==> config.mk <==
export PLATFORM = sky130hd
export DESIGN_NAME = multicycleCpu
export DESIGN_NICKNAME = d
export VERILOG_FILES = /design/src/common/mipsPkg.sv /design/src/rtl/aluUnit.sv /design/src/rtl/controlUnit.sv /design/src/rtl/memoryPort.sv /design/src/rtl/multicycleCpu.sv /design/src/rtl/pcUnit.sv /design/src/rtl/registerFile.sv
export SDC_FILE = /design/constraint.sdc
export NUM_CORES = 2
export LEC_CHECK = 0
export BUFFER_PORTS_ARGS = -buffer_cell sky130_fd_sc_hd__clkbuf_2
export CORE_ASPECT_RATIO = 0.6
export CORE_UTILIZATION = 45
export DETAILED_ROUTE_END_ITERATION = 10
export PLACE_DENSITY = 0.69
export SLEW_MARGIN = 20
export SYNTH_ARGS = -nofsm -noshare
export SYNTH_HDL_FRONTEND = slang
export SYNTH_SLANG_ARGS = --single-unit
==> constraint.sdc <==
create_clock -name clk -period 13.3 [get_ports clk]
set_input_delay 2.66 -clock clk [delete_from_list [all_inputs] [get_ports clk]]
set_output_delay 2.66 -clock clk [all_outputs]
set_load 0.02 [all_outputs]
==> src/common/mipsPkg.sv <==
package mipsPkg;

    localparam int dataWidth = 32;
    localparam int regAddrWidth = 5;
    localparam int immWidth = 16;
    localparam int jumpWidth = 26;

    typedef logic [dataWidth-1:0] wordT;

    localparam wordT resetPc = 32'h0000_0000;
    localparam wordT overflowVector = 32'h0000_0100;
    localparam wordT illegalVector = 32'h0000_0180;

    typedef enum logic [3:0] {
        FETCH, FETCH_WAIT, DECODE, EXECUTE, ALU_WB, SLT_WB, MEM_READ, MEM_WAIT,
        LOAD_WB, MEM_STORE, BRANCH, EXC_OVERFLOW, EXC_ILLEGAL
    } cpuState;

    typedef enum logic [5:0] {
        R_FORMAT = 6'h00,
        J        = 6'h02,
        BEQ      = 6'h04,
        BNE      = 6'h05,
        ADDI     = 6'h08,
        ADDIU    = 6'h09,
        SLTI     = 6'h0a,
        LW       = 6'h23,
        SW       = 6'h2b
    } opcodeT;

    // funct field of R_FORMAT
    typedef enum logic [5:0] {
        FN_ADD = 6'h20,
        FN_SUB = 6'h22,
        FN_AND = 6'h24,
        FN_SLT = 6'h2a
    } functT;

    typedef enum logic [2:0] {ALU_PASS_A, ALU_ADD, ALU_SUB, ALU_AND, ALU_COMPARE} aluOpT;

    typedef enum logic {SRCA_PC, SRCA_REG} aluSrcASel;
    typedef enum logic [1:0] {SRCB_REG, SRCB_FOUR, SRCB_IMM, SRCB_IMM_SHIFT} aluSrcBSel;
    typedef enum logic [2:0] {
        PC_ALU_RESULT, PC_ALU_OUT, PC_JUMP, PC_OVERFLOW_VEC, PC_ILLEGAL_VEC
    } pcSourceSel;
    typedef enum logic {ADDR_PC, ADDR_ALU_OUT} memAddrSel;
    typedef enum logic {DST_RT, DST_RD} regDstSel;
    typedef enum logic [1:0] {WB_ALU_OUT, WB_LOAD, WB_LESS_THAN} wbSel;

    typedef struct packed {
        opcodeT opcode;
        logic [regAddrWidth-1:0] rs;
        logic [regAddrWidth-1:0] rt;
        logic [regAddrWidth-1:0] rd;
        functT funct;
        logic [immWidth-1:0] imm;
        logic [jumpWidth-1:0] jumpIndex;
    } instrFields;

    typedef struct packed {
        logic pcWrite;
        logic irWrite;
        logic mdrWrite;
        logic abWrite;
        logic regWrite;
        logic aluOutWrite;
        logic memWrite;
        aluOpT aluOp;
        aluSrcASel aluSrcA;
        aluSrcBSel aluSrcB;
        pcSourceSel pcSource;
        memAddrSel memAddrSrc;
        regDstSel regDst;
        wbSel wbSource;
    } ctrlSignals;

    typedef struct packed {
        logic zero;
        logic overflow;   // registered with the result
        logic lessThan;
    } aluFlags;

endpackage

==> src/rtl/aluUnit.sv <==
`timescale 1ns/10ps

module aluUnit import mipsPkg::*; (
    input  logic       clk,
    input  ctrlSignals ctrl,
    input  wordT       pc,
    input  wordT       regA,
    input  wordT       regB,
    input  instrFields instr,
    output wordT       aluResult,
    output wordT       aluOut,
    output aluFlags    flags
);

    localparam int msb = dataWidth - 1;

    wordT signImm;
    wordT srcA;
    wordT srcB;
    wordT sum;
    wordT diff;
    logic addOverflow;
    logic subOverflow;
    logic resultOverflow;
    logic overflowReg;

    assign signImm = {{(dataWidth-immWidth){instr.imm[immWidth-1]}}, instr.imm};

    assign srcA = (ctrl.aluSrcA == SRCA_PC) ? pc : regA;

    always_comb begin
        case (ctrl.aluSrcB)
            SRCB_FOUR:      srcB = 32'd4;
            SRCB_IMM:       srcB = signImm;
            SRCB_IMM_SHIFT: srcB = {signImm[msb-2:0], 2'b00};   // word offset
            default:        srcB = regB;
        endcase
    end

    assign sum = srcA + srcB;
    assign diff = srcA - srcB;
    // signed overflow when the sign of the result is wrong
    assign addOverflow = (srcA[msb] == srcB[msb]) && (sum[msb] != srcA[msb]);
    assign subOverflow = (srcA[msb] != srcB[msb]) && (diff[msb] != srcA[msb]);

    always_comb begin
        resultOverflow = 1'b0;
        case (ctrl.aluOp)
            ALU_ADD: begin
                aluResult = sum;
                resultOverflow = addOverflow;
            end
            ALU_SUB: begin
                aluResult = diff;
                resultOverflow = subOverflow;
            end
            ALU_AND:     aluResult = srcA & srcB;
            ALU_COMPARE: aluResult = diff;   // zero means equal
            default:     aluResult = srcA;
        endcase
    end

    always_ff @(posedge clk) begin
        if (ctrl.aluOutWrite) begin
            aluOut <= aluResult;
            overflowReg <= resultOverflow;
        end
    end

    always_comb begin
        flags.zero = (aluResult == '0);
        flags.overflow = overflowReg;
        flags.lessThan = ($signed(srcA) < $signed(srcB));
    end

endmodule

==> src/rtl/controlUnit.sv <==
`timescale 1ns/10ps

module controlUnit import mipsPkg::*; (
    input  logic       clk,
    input  logic       reset,
    input  instrFields instr,
    input  aluFlags    flags,
    output ctrlSignals ctrl
);

    cpuState state;
    cpuState nextState;
    logic isRType;
    logic overflowTrap;

    assign isRType = (instr.opcode == R_FORMAT);

    // only ADD, SUB and ADDI trap, ADDIU wraps silently
    assign overflowTrap = flags.overflow &&
        ((instr.opcode == ADDI) ||
         (isRType && (instr.funct == FN_ADD || instr.funct == FN_SUB)));

    always_ff @(posedge clk) begin
        if (reset) begin
            state <= FETCH;
        end else begin
            state <= nextState;
        end
    end

    always_comb begin
        nextState = FETCH;

        ctrl.pcWrite = 1'b0;
        ctrl.irWrite = 1'b0;
        ctrl.mdrWrite = 1'b0;
        ctrl.abWrite = 1'b0;
        ctrl.regWrite = 1'b0;
        ctrl.aluOutWrite = 1'b0;
        ctrl.memWrite = 1'b0;
        ctrl.aluOp = ALU_PASS_A;
        ctrl.aluSrcA = SRCA_PC;
        ctrl.aluSrcB = SRCB_REG;
        ctrl.pcSource = PC_ALU_RESULT;
        ctrl.memAddrSrc = ADDR_PC;
        ctrl.regDst = DST_RT;
        ctrl.wbSource = WB_ALU_OUT;

        case (state)
            FETCH: begin
                nextState = FETCH_WAIT;   // memory sees pc this cycle
            end
            FETCH_WAIT: begin
                nextState = DECODE;
                ctrl.irWrite = 1'b1;
                ctrl.aluSrcB = SRCB_FOUR;
                ctrl.aluOp = ALU_ADD;
                ctrl.pcWrite = 1'b1;
            end
            DECODE: begin
                nextState = EXECUTE;
                ctrl.abWrite = 1'b1;
                ctrl.aluSrcB = SRCB_IMM_SHIFT;   // branch target
                ctrl.aluOp = ALU_ADD;
                ctrl.aluOutWrite = 1'b1;
            end
            EXECUTE: begin
                nextState = EXC_ILLEGAL;
                ctrl.aluSrcA = SRCA_REG;
                case (instr.opcode)
                    R_FORMAT: begin
                        case (instr.funct)
                            FN_ADD, FN_SUB, FN_AND: begin
                                nextState = ALU_WB;
                                ctrl.aluOutWrite = 1'b1;
                                ctrl.aluOp = (instr.funct == FN_ADD) ? ALU_ADD :
                                             (instr.funct == FN_SUB) ? ALU_SUB : ALU_AND;
                            end
                            FN_SLT: begin
                                nextState = SLT_WB;
                                ctrl.aluOp = ALU_COMPARE;
                            end
                            default: nextState = EXC_ILLEGAL;
                        endcase
                    end
                    ADDI, ADDIU: begin
                        nextState = ALU_WB;
                        ctrl.aluSrcB = SRCB_IMM;
                        ctrl.aluOp = ALU_ADD;
                        ctrl.aluOutWrite = 1'b1;
                    end
                    SLTI: begin
                        nextState = SLT_WB;
                        ctrl.aluSrcB = SRCB_IMM;
                        ctrl.aluOp = ALU_COMPARE;
                    end
                    LW, SW: begin
                        nextState = (instr.opcode == LW) ? MEM_READ : MEM_STORE;
                        ctrl.aluSrcB = SRCB_IMM;   // effective address
                        ctrl.aluOp = ALU_ADD;
                        ctrl.aluOutWrite = 1'b1;
                    end
                    BEQ, BNE: begin
                        nextState = BRANCH;
                        ctrl.aluOp = ALU_COMPARE;
                    end
                    J: begin
                        nextState = FETCH;
                        ctrl.pcSource = PC_JUMP;
                        ctrl.pcWrite = 1'b1;
                    end
                    default: nextState = EXC_ILLEGAL;
                endcase
            end
            ALU_WB: begin
                if (overflowTrap) begin
                    nextState = EXC_OVERFLOW;   // write suppressed
                end else begin
                    ctrl.regWrite = 1'b1;
                    ctrl.regDst = isRType ? DST_RD : DST_RT;
                end
            end
            SLT_WB: begin
                // operands held so lessThan stays valid
                ctrl.aluSrcA = SRCA_REG;
                ctrl.aluSrcB = isRType ? SRCB_REG : SRCB_IMM;
                ctrl.aluOp = ALU_COMPARE;
                ctrl.regWrite = 1'b1;
                ctrl.regDst = isRType ? DST_RD : DST_RT;
                ctrl.wbSource = WB_LESS_THAN;
            end
            MEM_READ: begin
                nextState = MEM_WAIT;
                ctrl.memAddrSrc = ADDR_ALU_OUT;
            end
            MEM_WAIT: begin
                nextState = LOAD_WB;
                ctrl.mdrWrite = 1'b1;
            end
            LOAD_WB: begin
                ctrl.regWrite = 1'b1;
                ctrl.wbSource = WB_LOAD;
            end
            MEM_STORE: begin
                ctrl.memAddrSrc = ADDR_ALU_OUT;
                ctrl.memWrite = 1'b1;
            end
            BRANCH: begin
                ctrl.aluSrcA = SRCA_REG;
                ctrl.aluOp = ALU_COMPARE;
                ctrl.pcSource = PC_ALU_OUT;
                ctrl.pcWrite = (instr.opcode == BEQ) ? flags.zero : !flags.zero;
            end
            EXC_OVERFLOW: begin
                ctrl.pcSource = PC_OVERFLOW_VEC;
                ctrl.pcWrite = 1'b1;
            end
            EXC_ILLEGAL: begin
                ctrl.pcSource = PC_ILLEGAL_VEC;
                ctrl.pcWrite = 1'b1;
            end
            default: nextState = FETCH;
        endcase
    end

endmodule

==> src/rtl/memoryPort.sv <==
`timescale 1ns/10ps

module memoryPort import mipsPkg::*; (
    input  logic       clk,
    input  ctrlSignals ctrl,
    input  wordT       pc,
    input  wordT       aluOut,
    input  wordT       regB,
    input  wordT       memReadData,
    output wordT       memAddr,
    output wordT       memWriteData,
    output logic       memWrite,
    output instrFields instr,
    output wordT       loadData
);

    wordT ir;
    wordT mdr;

    assign memAddr = (ctrl.memAddrSrc == ADDR_PC) ? pc : aluOut;
    assign memWriteData = regB;   // SW stores rt
    assign memWrite = ctrl.memWrite;
    assign loadData = mdr;

    // read data is one cycle behind the address
    always_ff @(posedge clk) begin
        if (ctrl.irWrite) begin
            ir <= memReadData;
        end
        if (ctrl.mdrWrite) begin
            mdr <= memReadData;
        end
    end

    always_comb begin
        instr.opcode = opcodeT'(ir[31:26]);
        instr.rs = ir[25:21];
        instr.rt = ir[20:16];
        instr.rd = ir[15:11];
        instr.funct = functT'(ir[5:0]);
        instr.imm = ir[immWidth-1:0];
        instr.jumpIndex = ir[jumpWidth-1:0];
    end

endmodule

==> src/rtl/multicycleCpu.sv <==
`timescale 1ns/10ps

module multicycleCpu import mipsPkg::*; (
    input  logic clk,
    input  logic reset,
    output wordT memAddr,
    output wordT memWriteData,
    output logic memWrite,
    input  wordT memReadData
);

    ctrlSignals ctrl;
    instrFields instr;
    aluFlags flags;
    wordT pc;
    wordT aluResult;
    wordT aluOut;
    wordT regA;
    wordT regB;
    wordT loadData;

    controlUnit controlUnit_inst (
        .clk   (clk),
        .reset (reset),
        .instr (instr),
        .flags (flags),
        .ctrl  (ctrl)
    );

    pcUnit pcUnit_inst (
        .clk       (clk),
        .reset     (reset),
        .ctrl      (ctrl),
        .aluResult (aluResult),
        .aluOut    (aluOut),
        .jumpIndex (instr.jumpIndex),
        .pc        (pc)
    );

    memoryPort memoryPort_inst (
        .clk          (clk),
        .ctrl         (ctrl),
        .pc           (pc),
        .aluOut       (aluOut),
        .regB         (regB),
        .memReadData  (memReadData),
        .memAddr      (memAddr),
        .memWriteData (memWriteData),
        .memWrite     (memWrite),
        .instr        (instr),
        .loadData     (loadData)
    );

    registerFile registerFile_inst (
        .clk      (clk),
        .reset    (reset),
        .ctrl     (ctrl),
        .instr    (instr),
        .aluOut   (aluOut),
        .loadData (loadData),
        .lessThan (flags.lessThan),
        .regA     (regA),
        .regB     (regB)
    );

    aluUnit aluUnit_inst (
        .clk       (clk),
        .ctrl      (ctrl),
        .pc        (pc),
        .regA      (regA),
        .regB      (regB),
        .instr     (instr),
        .aluResult (aluResult),
        .aluOut    (aluOut),
        .flags     (flags)
    );

endmodule

==> src/rtl/pcUnit.sv <==
`timescale 1ns/10ps

module pcUnit import mipsPkg::*; (
    input  logic                 clk,
    input  logic                 reset,
    input  ctrlSignals           ctrl,
    input  wordT                 aluResult,
    input  wordT                 aluOut,
    input  logic [jumpWidth-1:0] jumpIndex,
    output wordT                 pc
);

    wordT nextPc;
    wordT jumpTarget;

    // upper bits come from pc, which already holds pc+4 here
    assign jumpTarget = {pc[dataWidth-1:dataWidth-4], jumpIndex, 2'b00};

    always_comb begin
        case (ctrl.pcSource)
            PC_ALU_RESULT:   nextPc = aluResult;
            PC_ALU_OUT:      nextPc = aluOut;
            PC_JUMP:         nextPc = jumpTarget;
            PC_OVERFLOW_VEC: nextPc = overflowVector;
            PC_ILLEGAL_VEC:  nextPc = illegalVector;
            default:         nextPc = aluResult;
        endcase
    end

    always_ff @(posedge clk) begin
        if (reset) begin
            pc <= resetPc;
        end else if (ctrl.pcWrite) begin
            pc <= nextPc;
        end
    end

endmodule

==> src/rtl/registerFile.sv <==
`timescale 1ns/10ps

module registerFile import mipsPkg::*; (
    input  logic       clk,
    input  logic       reset,
    input  ctrlSignals ctrl,
    input  instrFields instr,
    input  wordT       aluOut,
    input  wordT       loadData,
    input  logic       lessThan,
    output wordT       regA,
    output wordT       regB
);

    wordT regs [0:(1 << regAddrWidth)-1];
    logic [regAddrWidth-1:0] writeAddr;
    wordT writeData;
    wordT readA;
    wordT readB;

    assign writeAddr = (ctrl.regDst == DST_RD) ? instr.rd : instr.rt;

    always_comb begin
        case (ctrl.wbSource)
            WB_LOAD:      writeData = loadData;
            WB_LESS_THAN: writeData = {{(dataWidth-1){1'b0}}, lessThan};
            default:      writeData = aluOut;
        endcase
    end

    assign readA = (instr.rs == '0) ? '0 : regs[instr.rs];   // $0 reads zero
    assign readB = (instr.rt == '0) ? '0 : regs[instr.rt];

    always_ff @(posedge clk) begin
        if (ctrl.regWrite && writeAddr != '0) begin
            regs[writeAddr] <= writeData;
        end
    end

    always_ff @(posedge clk) begin
        if (reset) begin
            regA <= '0;
            regB <= '0;
        end else if (ctrl.abWrite) begin
            regA <= readA;
            regB <= readB;
        end
    end

endmodule

After elaboration in Yosys (flattened, before gate mapping)
Memories as Yosys holds them, arrays and structs flattened. A register that Yosys moved wholly into a read port is not among the register bits.
Index checks and enable logic that the tools add are counted.
- memory bits (writable): 1024
- output and inout bits: 65
- memories: 1
- logic and storage cells: 132
- flip-flop bits (word level): 197
- add/sub/neg operators: 2
- magnitude comparators: 1
- muxes and demuxes: 47
- reductions and logical operators: 29
- bitwise gates (word level): 2
- equality and inequality tests: 41
- memory list (memory ; depth ; bits a word ; read ports ; clocked after Yosys merged registers in ; write ports ; line ; RTL):
    registerFile_inst.regs ; 32 ; 32 ; 2 ; 2 ; 1 ; registerFile.sv:15 ; wordT regs [0:(1 << regAddrWidth)-1];
- operators by type and width (kind ; count):
    one-hot mux 32 bit (3 select lines) ; 2
    2-to-1 mux 32 bit ; 4
    one-hot mux 32 bit (4 select lines) ; 1
    one-hot mux 32 bit (2 select lines) ; 1
    equality test 6 bit, second input constant ; 6
    adder 32 bit ; 1
    bitwise AND 32 bit ; 1
    logical NOT 32 bit ; 1
    < comparator 32 bit ; 1
    subtractor 32 bit ; 1
    one-hot mux 4 bit (7 select lines) ; 1
    one-hot mux 4 bit (6 select lines) ; 1
    equality test 4 bit, second input constant ; 5
    equality test 6 x 4 -> 1 bit, second input constant ; 3
    one-hot mux 3 bit (3 select lines) ; 2
    equality test 4 x 3 -> 1 bit, second input constant ; 4
    OR reduction 2 bit ; 8
    2-to-1 mux 1 bit ; 15
    2-to-1 mux 5 bit ; 3
    equality test 3 x 2 -> 1 bit, second input constant ; 4
    equality test 6 x 3 -> 1 bit, second input constant ; 2
    one-hot mux 3 bit (4 select lines) ; 1
    OR reduction 3 bit ; 4
    logical NOT 5 bit ; 2
    other kinds (28) ; 48

Depth between registers and ports, before layout
- depth after elaboration: 14
- depth in mapped cells: 28

Hierarchy
A second synthesis with hierarchy kept.
- cell total of the unflattened synthesis: 4317
- area, all modules: 63071.7 um2
- by module, submodules not included (module ; times used ; area an instance (um2) ; sequential area each (um2) ; cells each):
    registerFile ; 1 ; 50119.3 ; 32030.7 ; 2799
    aluUnit ; 1 ; 6986.7 ; 991.0 ; 951
    memoryPort ; 1 ; 2991.6 ; 1921.8 ; 170
    pcUnit ; 1 ; 2205.9 ; 640.6 ; 279
    controlUnit ; 1 ; 768.2 ; 80.1 ; 118

Least setup slack after synthesis
No wires, ideal clock.
- kind: reg-to-reg
- from: register controlUnit_inst.state[3]
- to: register pcUnit_inst.pc[10]
- clock period less this slack: 7032 ps
- stages on the path, launching flop included: 25
- required time: 13179 ps
- buffers on the path: 6
- arrival time: 6910 ps
- path slack: 6268 ps
- setup time: 121 ps
- cell sequence: dfxtp_1 > buf_2 > nor4b_1 > clkbuf_1 > clkbuf_1 > nor2_1 > a21o_1 > ha_1 > buf_2 > nor2b_1 > a211oi_2 > a211oi_1 > o31a_1 > o31a_1 > a2bb2oi_1 > a221o_1 > or3_1 > or4_1 > or4_4 > nor3_1 > nand4b_4 > nor2b_4 > buf_6 > buf_6 > mux2_4
- cells in the longest elaborated chain, start to end: 10
- ends and longest elaborated chain (element ; line ; RTL):
    start: declaration ; controlUnit.sv:11 ; cpuState state;
    start signal: assignment ; controlUnit.sv:27 ; state <= nextState;
    equality test 4 x 3 -> 1 bit (tied with other cells) ; controlUnit.sv:49 ; case (state)
    one-hot mux 2 bit (4 select lines) (tied with other cells) ; controlUnit.sv:49 ;
    equality test 2 bit (tied with other cells) ; aluUnit.sv:32 ; case (ctrl.aluSrcB)
    one-hot mux 32 bit (3 select lines) (tied with other cells) ; aluUnit.sv:32 ;
    subtractor 32 bit (tied with other cells) ; aluUnit.sv:41 ; assign diff = srcA - srcB;
    one-hot mux 32 bit (3 select lines) (*) ; aluUnit.sv:48 ; case (ctrl.aluOp)
    via aluResult[18] ; multicycleCpu.sv:16 ; wordT aluResult;
    logical NOT 32 bit (*) ; aluUnit.sv:71 ; flags.zero = (aluResult == '0);
    logical NOT 1 bit ; controlUnit.sv:152 ; ctrl.pcWrite = (instr.opcode == BEQ) ? flags.zero : !flags.zero;
    2-to-1 mux 1 bit (*) ; controlUnit.sv:152 ;
    one-hot mux 1 bit (3 select lines) (*) ; controlUnit.sv:49 ;
    end signal: assignment ; pcUnit.sv:32 ; pc <= resetPc;
    end signal: assignment ; pcUnit.sv:34 ; pc <= nextPc;
    end: declaration ; pcUnit.sv:10 ; output wordT pc
Mark *: on every way through the listed nets, which the timed path passes. The rest lies on a longest branch.
A chain may end at the register's enable or synchronous reset.

Worst setup path after layout
- from: register controlUnit_inst.state[0]
- to: register pcUnit_inst.pc[27]
The elaborated chain is that of the path after synthesis.

==> impl_metrics.yaml <==
drt:
  via_count: 38540
  vias_per_cell: 6.793
  route.detailed.drc: 0
  routed_wl_um: 195600
  drt_iter0_markers: 6277
  drt-pass1-iter-count: 8
  wl_per_cell_um: 34.47
  ant_nets: 0
placed_design:
  portBuffers: 98
  hpwl_um: 119700
  gp_congestion: 1.029
  pre_cts_slack_ns: 4.219
  place_area_um2: 64380
  dp_cells: 5468
floorplan:
  fp.coreArea_um2: 134500
  die_h_um: 287.7
  ioPinCount: 99
  rows: 104
  dieArea_um2: 137600
  initial_core_util_pct: 45.49
  die_x_um: 478.1
synthesis:
  synth.distinct_cells: 90
  avgSynthCellArea_um2: 16.54
  ys_top_cells_by_area: "edfxtp_1 (55%), mux4_2 (24%), dfxtp_1 (3.6%), nor2_1 (1.8%), ha_1 (1.5%)"
  synth-edff-count: 1121
  synth-warning-count: 0
  yosysTopAreaCell: "edfxtp_1"
  syn_area_um2: 61210
  synth-async-reset-ratio_pct: 0
  netlist_instances: 3700
  synth_top_area_share_pct: 54.99
  yosysSeqAreaShare_pct: 58.59
  synthFlopType: "edfxtp_1"
  ys_seq_elements: 1231
clock_network:
  path_clk_slew_ns: 0.07
  cts_htree_levels: 3
  cts-buffers-inserted: 107
  clockBufferDepth: 3
  cts-hold-fix-buffers: 0
  post_cts_buffers: 0
  clock_latency_ns: 0.73
  root_buffer: "clkbuf_16"
  cts.repair.resized: 0
  cts_tree: "yes"
  cts.sinks: 1231
sta:
  min_period_ns: 9.206
  relSlewSlack_pct: 17.45
  setup_viol: 0
  totalNegativeSetupSlack_ns: 0
  rsz0062_at_grt: "no"
  min_period_over_period_pct: 69.22
  timing.fmax_ghz: 0.1086
  setup_slack_ns: 4.094
  worstMarginPinSlew_ns: 1.235
  hold_violations: 0
  maxSlewViolCount: 0
  fin_worst_skew_ns: 0.03241
  holdWs_ns: 0.5031
critical_path:
  cp.required_ns: 13.90
  end_kind: "flop"
  cp-start-kind: "flop"
  worstPathArrival_ns: 9.81
  r2r_cells: 22
  path_class: "reg -> reg"
  worstPathMaxFanout: 45
  r2r-end: "pcUnit_inst.pc[27]"
  r2r-start: "controlUnit_inst.state[0]"
  regToRegSetupSlack_ns: 4.09
  crit_start: "controlUnit_inst.state[0]"
pwr:
  p_total_mw: 9.608
  swShare_pct: 28.62
  p_seq_share_pct: 46.3
  powerDensity_nw_per_um2: 141.4
  power_leakage_nw: 22.47
  comb_power_share_pct: 20.7
  vdd_drop_max_mv: 0.1342
  p_int_mw: 6.859
  switchingPower_mw: 2.749
  power.share.clock_pct: 32.9
grt:
  first_global_vias: 36950
  overflow: 0
  grtUsageTotal_pct: 28.26
  antenna_found_initial: 4
  grt_max_degree: 103
  grt_pass1_wl_um: 276200
run:
  maxCapViolCount: 0
layout:
  areaGrowthSynthToFinish_pct: 11.04
  fin_area_um2: 67970
  nets: 3885
  drive_above_1_share_pct: 30.40
  post-route-util_pct: 50.52
  final_cells: 5673
min_path:
  hold_path_class: "reg -> reg"
  holdPathStages: 2
  min_from: "registerFile_inst.regA[24]"
  worst_hold_path.endpoint: "registerFile_inst.regA[24]"
status:
  status: "completed"
-- power groups by stage --
stage / clock network [mW] / logic, mW / registers, mW
after floorplan: 0 / 1.40 / 4.44
after global placement: 0 / 1.93 / 4.53
after detailed placement: 0 / 1.94 / 4.53
after CTS: 3.19 / 1.95 / 4.45
after global routing: 3.34 / 2.08 / 4.46
final: 3.17 / 1.99 / 4.45
-- metal layers --
layer / global-route usage (%) / wire length, µm / up-vias
met2: 39.54 / 82890 / 2794
met5: 0.7524 / 149 / -
li1: - / - / 15270
met1: 42.97 / 79910 / 20190
met4: 7.379 / 5034 / 2
met3: 8.087 / 27580 / 285
-- kinds of logic after synthesis --
family	Yosys count	synth area share (%)
muxes	789	26.21
AOI/OAI and AO/OA	531	5.609
buffers and inverters	379	2.434
xor gates and xnor gates	43	0.6153
other	1	0.006126
adders and majority gates	75	1.558
and+or+nand+nor	651	4.973
DFF	1231	58.59
-- how the worst max path moves through the flow --
| stage | to | slack (ns) | cells after the start |
|---|---|---|---|
| after floorplan | pcUnit_inst.pc[10] | 6.27 | 24 |
| after global placement | pcUnit_inst.pc[27] | 4.27 | 20 |
| after detailed placement | pcUnit_inst.pc[7] | 4.22 | 21 |
| after CTS | pcUnit_inst.pc[27] | 4.11 | 21 |
| after global routing | pcUnit_inst.pc[27] | 3.66 | 22 |
| final | pcUnit_inst.pc[27] | 4.09 | 22 |
-- critical path: stages (launching register included) --
cell and delay (ns):
dfxtp_1 0.92, nor4b_2 0.81, buf_4 0.65, nor2_2 0.31, o21ai_0 0.20, nand2_1 0.10
o21a_1 0.14, ha_1 0.59, nor2b_1 0.12, or2_2 0.32, and3b_1 0.24, nor4b_1 0.92
o221ai_1 0.45, a221oi_1 0.47, mux2i_1 0.22, o211ai_1 0.27, nor3_1 0.27, or3b_2 0.53
nor3_1 0.23, nand4b_4 0.22, nor2b_4 0.43, buf_12 0.25, mux2_2 0.35
-- cell usage in the layout (no fill, tap or decap), drive strengths merged, types with 38 or more instances in the layout --
cell type  instances
edfxtp          1121
mux4             640
nor2             291
clkbuf           237
nand2            155
a21oi            153
o21ai            133
inv              124
dfxtp            110
buf              102
mux2i             90
ha                73
mux2              59
nor2b             48
clkinv            45
a21o              38
-- registers in the layout (all words and copies together) (netlist names), named ones only --
name / count
aluUnit_inst.aluOut: 32
aluUnit_inst.overflowReg: 1
controlUnit_inst.state: 4
memoryPort_inst.ir: 32
memoryPort_inst.loadData: 32
pcUnit_inst.pc: 32
registerFile_inst.regA: 32
registerFile_inst.regB: 32
registerFile_inst.regs: 1024
-- Yosys cell counts (all sizes together), types with 16 or more instances --
library cell	count
inv	115
a31oi	24
xor2	16
a222oi	26
a21oi	153
mux2i	90
nor3	23
buf	97
dfxtp	110
nor2	291
nand3	22
o21a	16
o21ai	133
clkbuf	166
edfxtp	1121
nor2b	48
mux4	640
ha	73
mux2	59
xnor2	27
nand2	155
a21o	38
-- cell type report --
cell class,count,area (µm²)
diodes,2,5.005
clock buffers,140,2945
clock inverters,62,559.3
fillers,10880,66580
inverters,116,435.4
multi-input cells,2121,24570
flip-flops and latches,1231,35900
well taps,1802,2255
repair buffers,199,1301
Power figures use the tool's default switching activity.
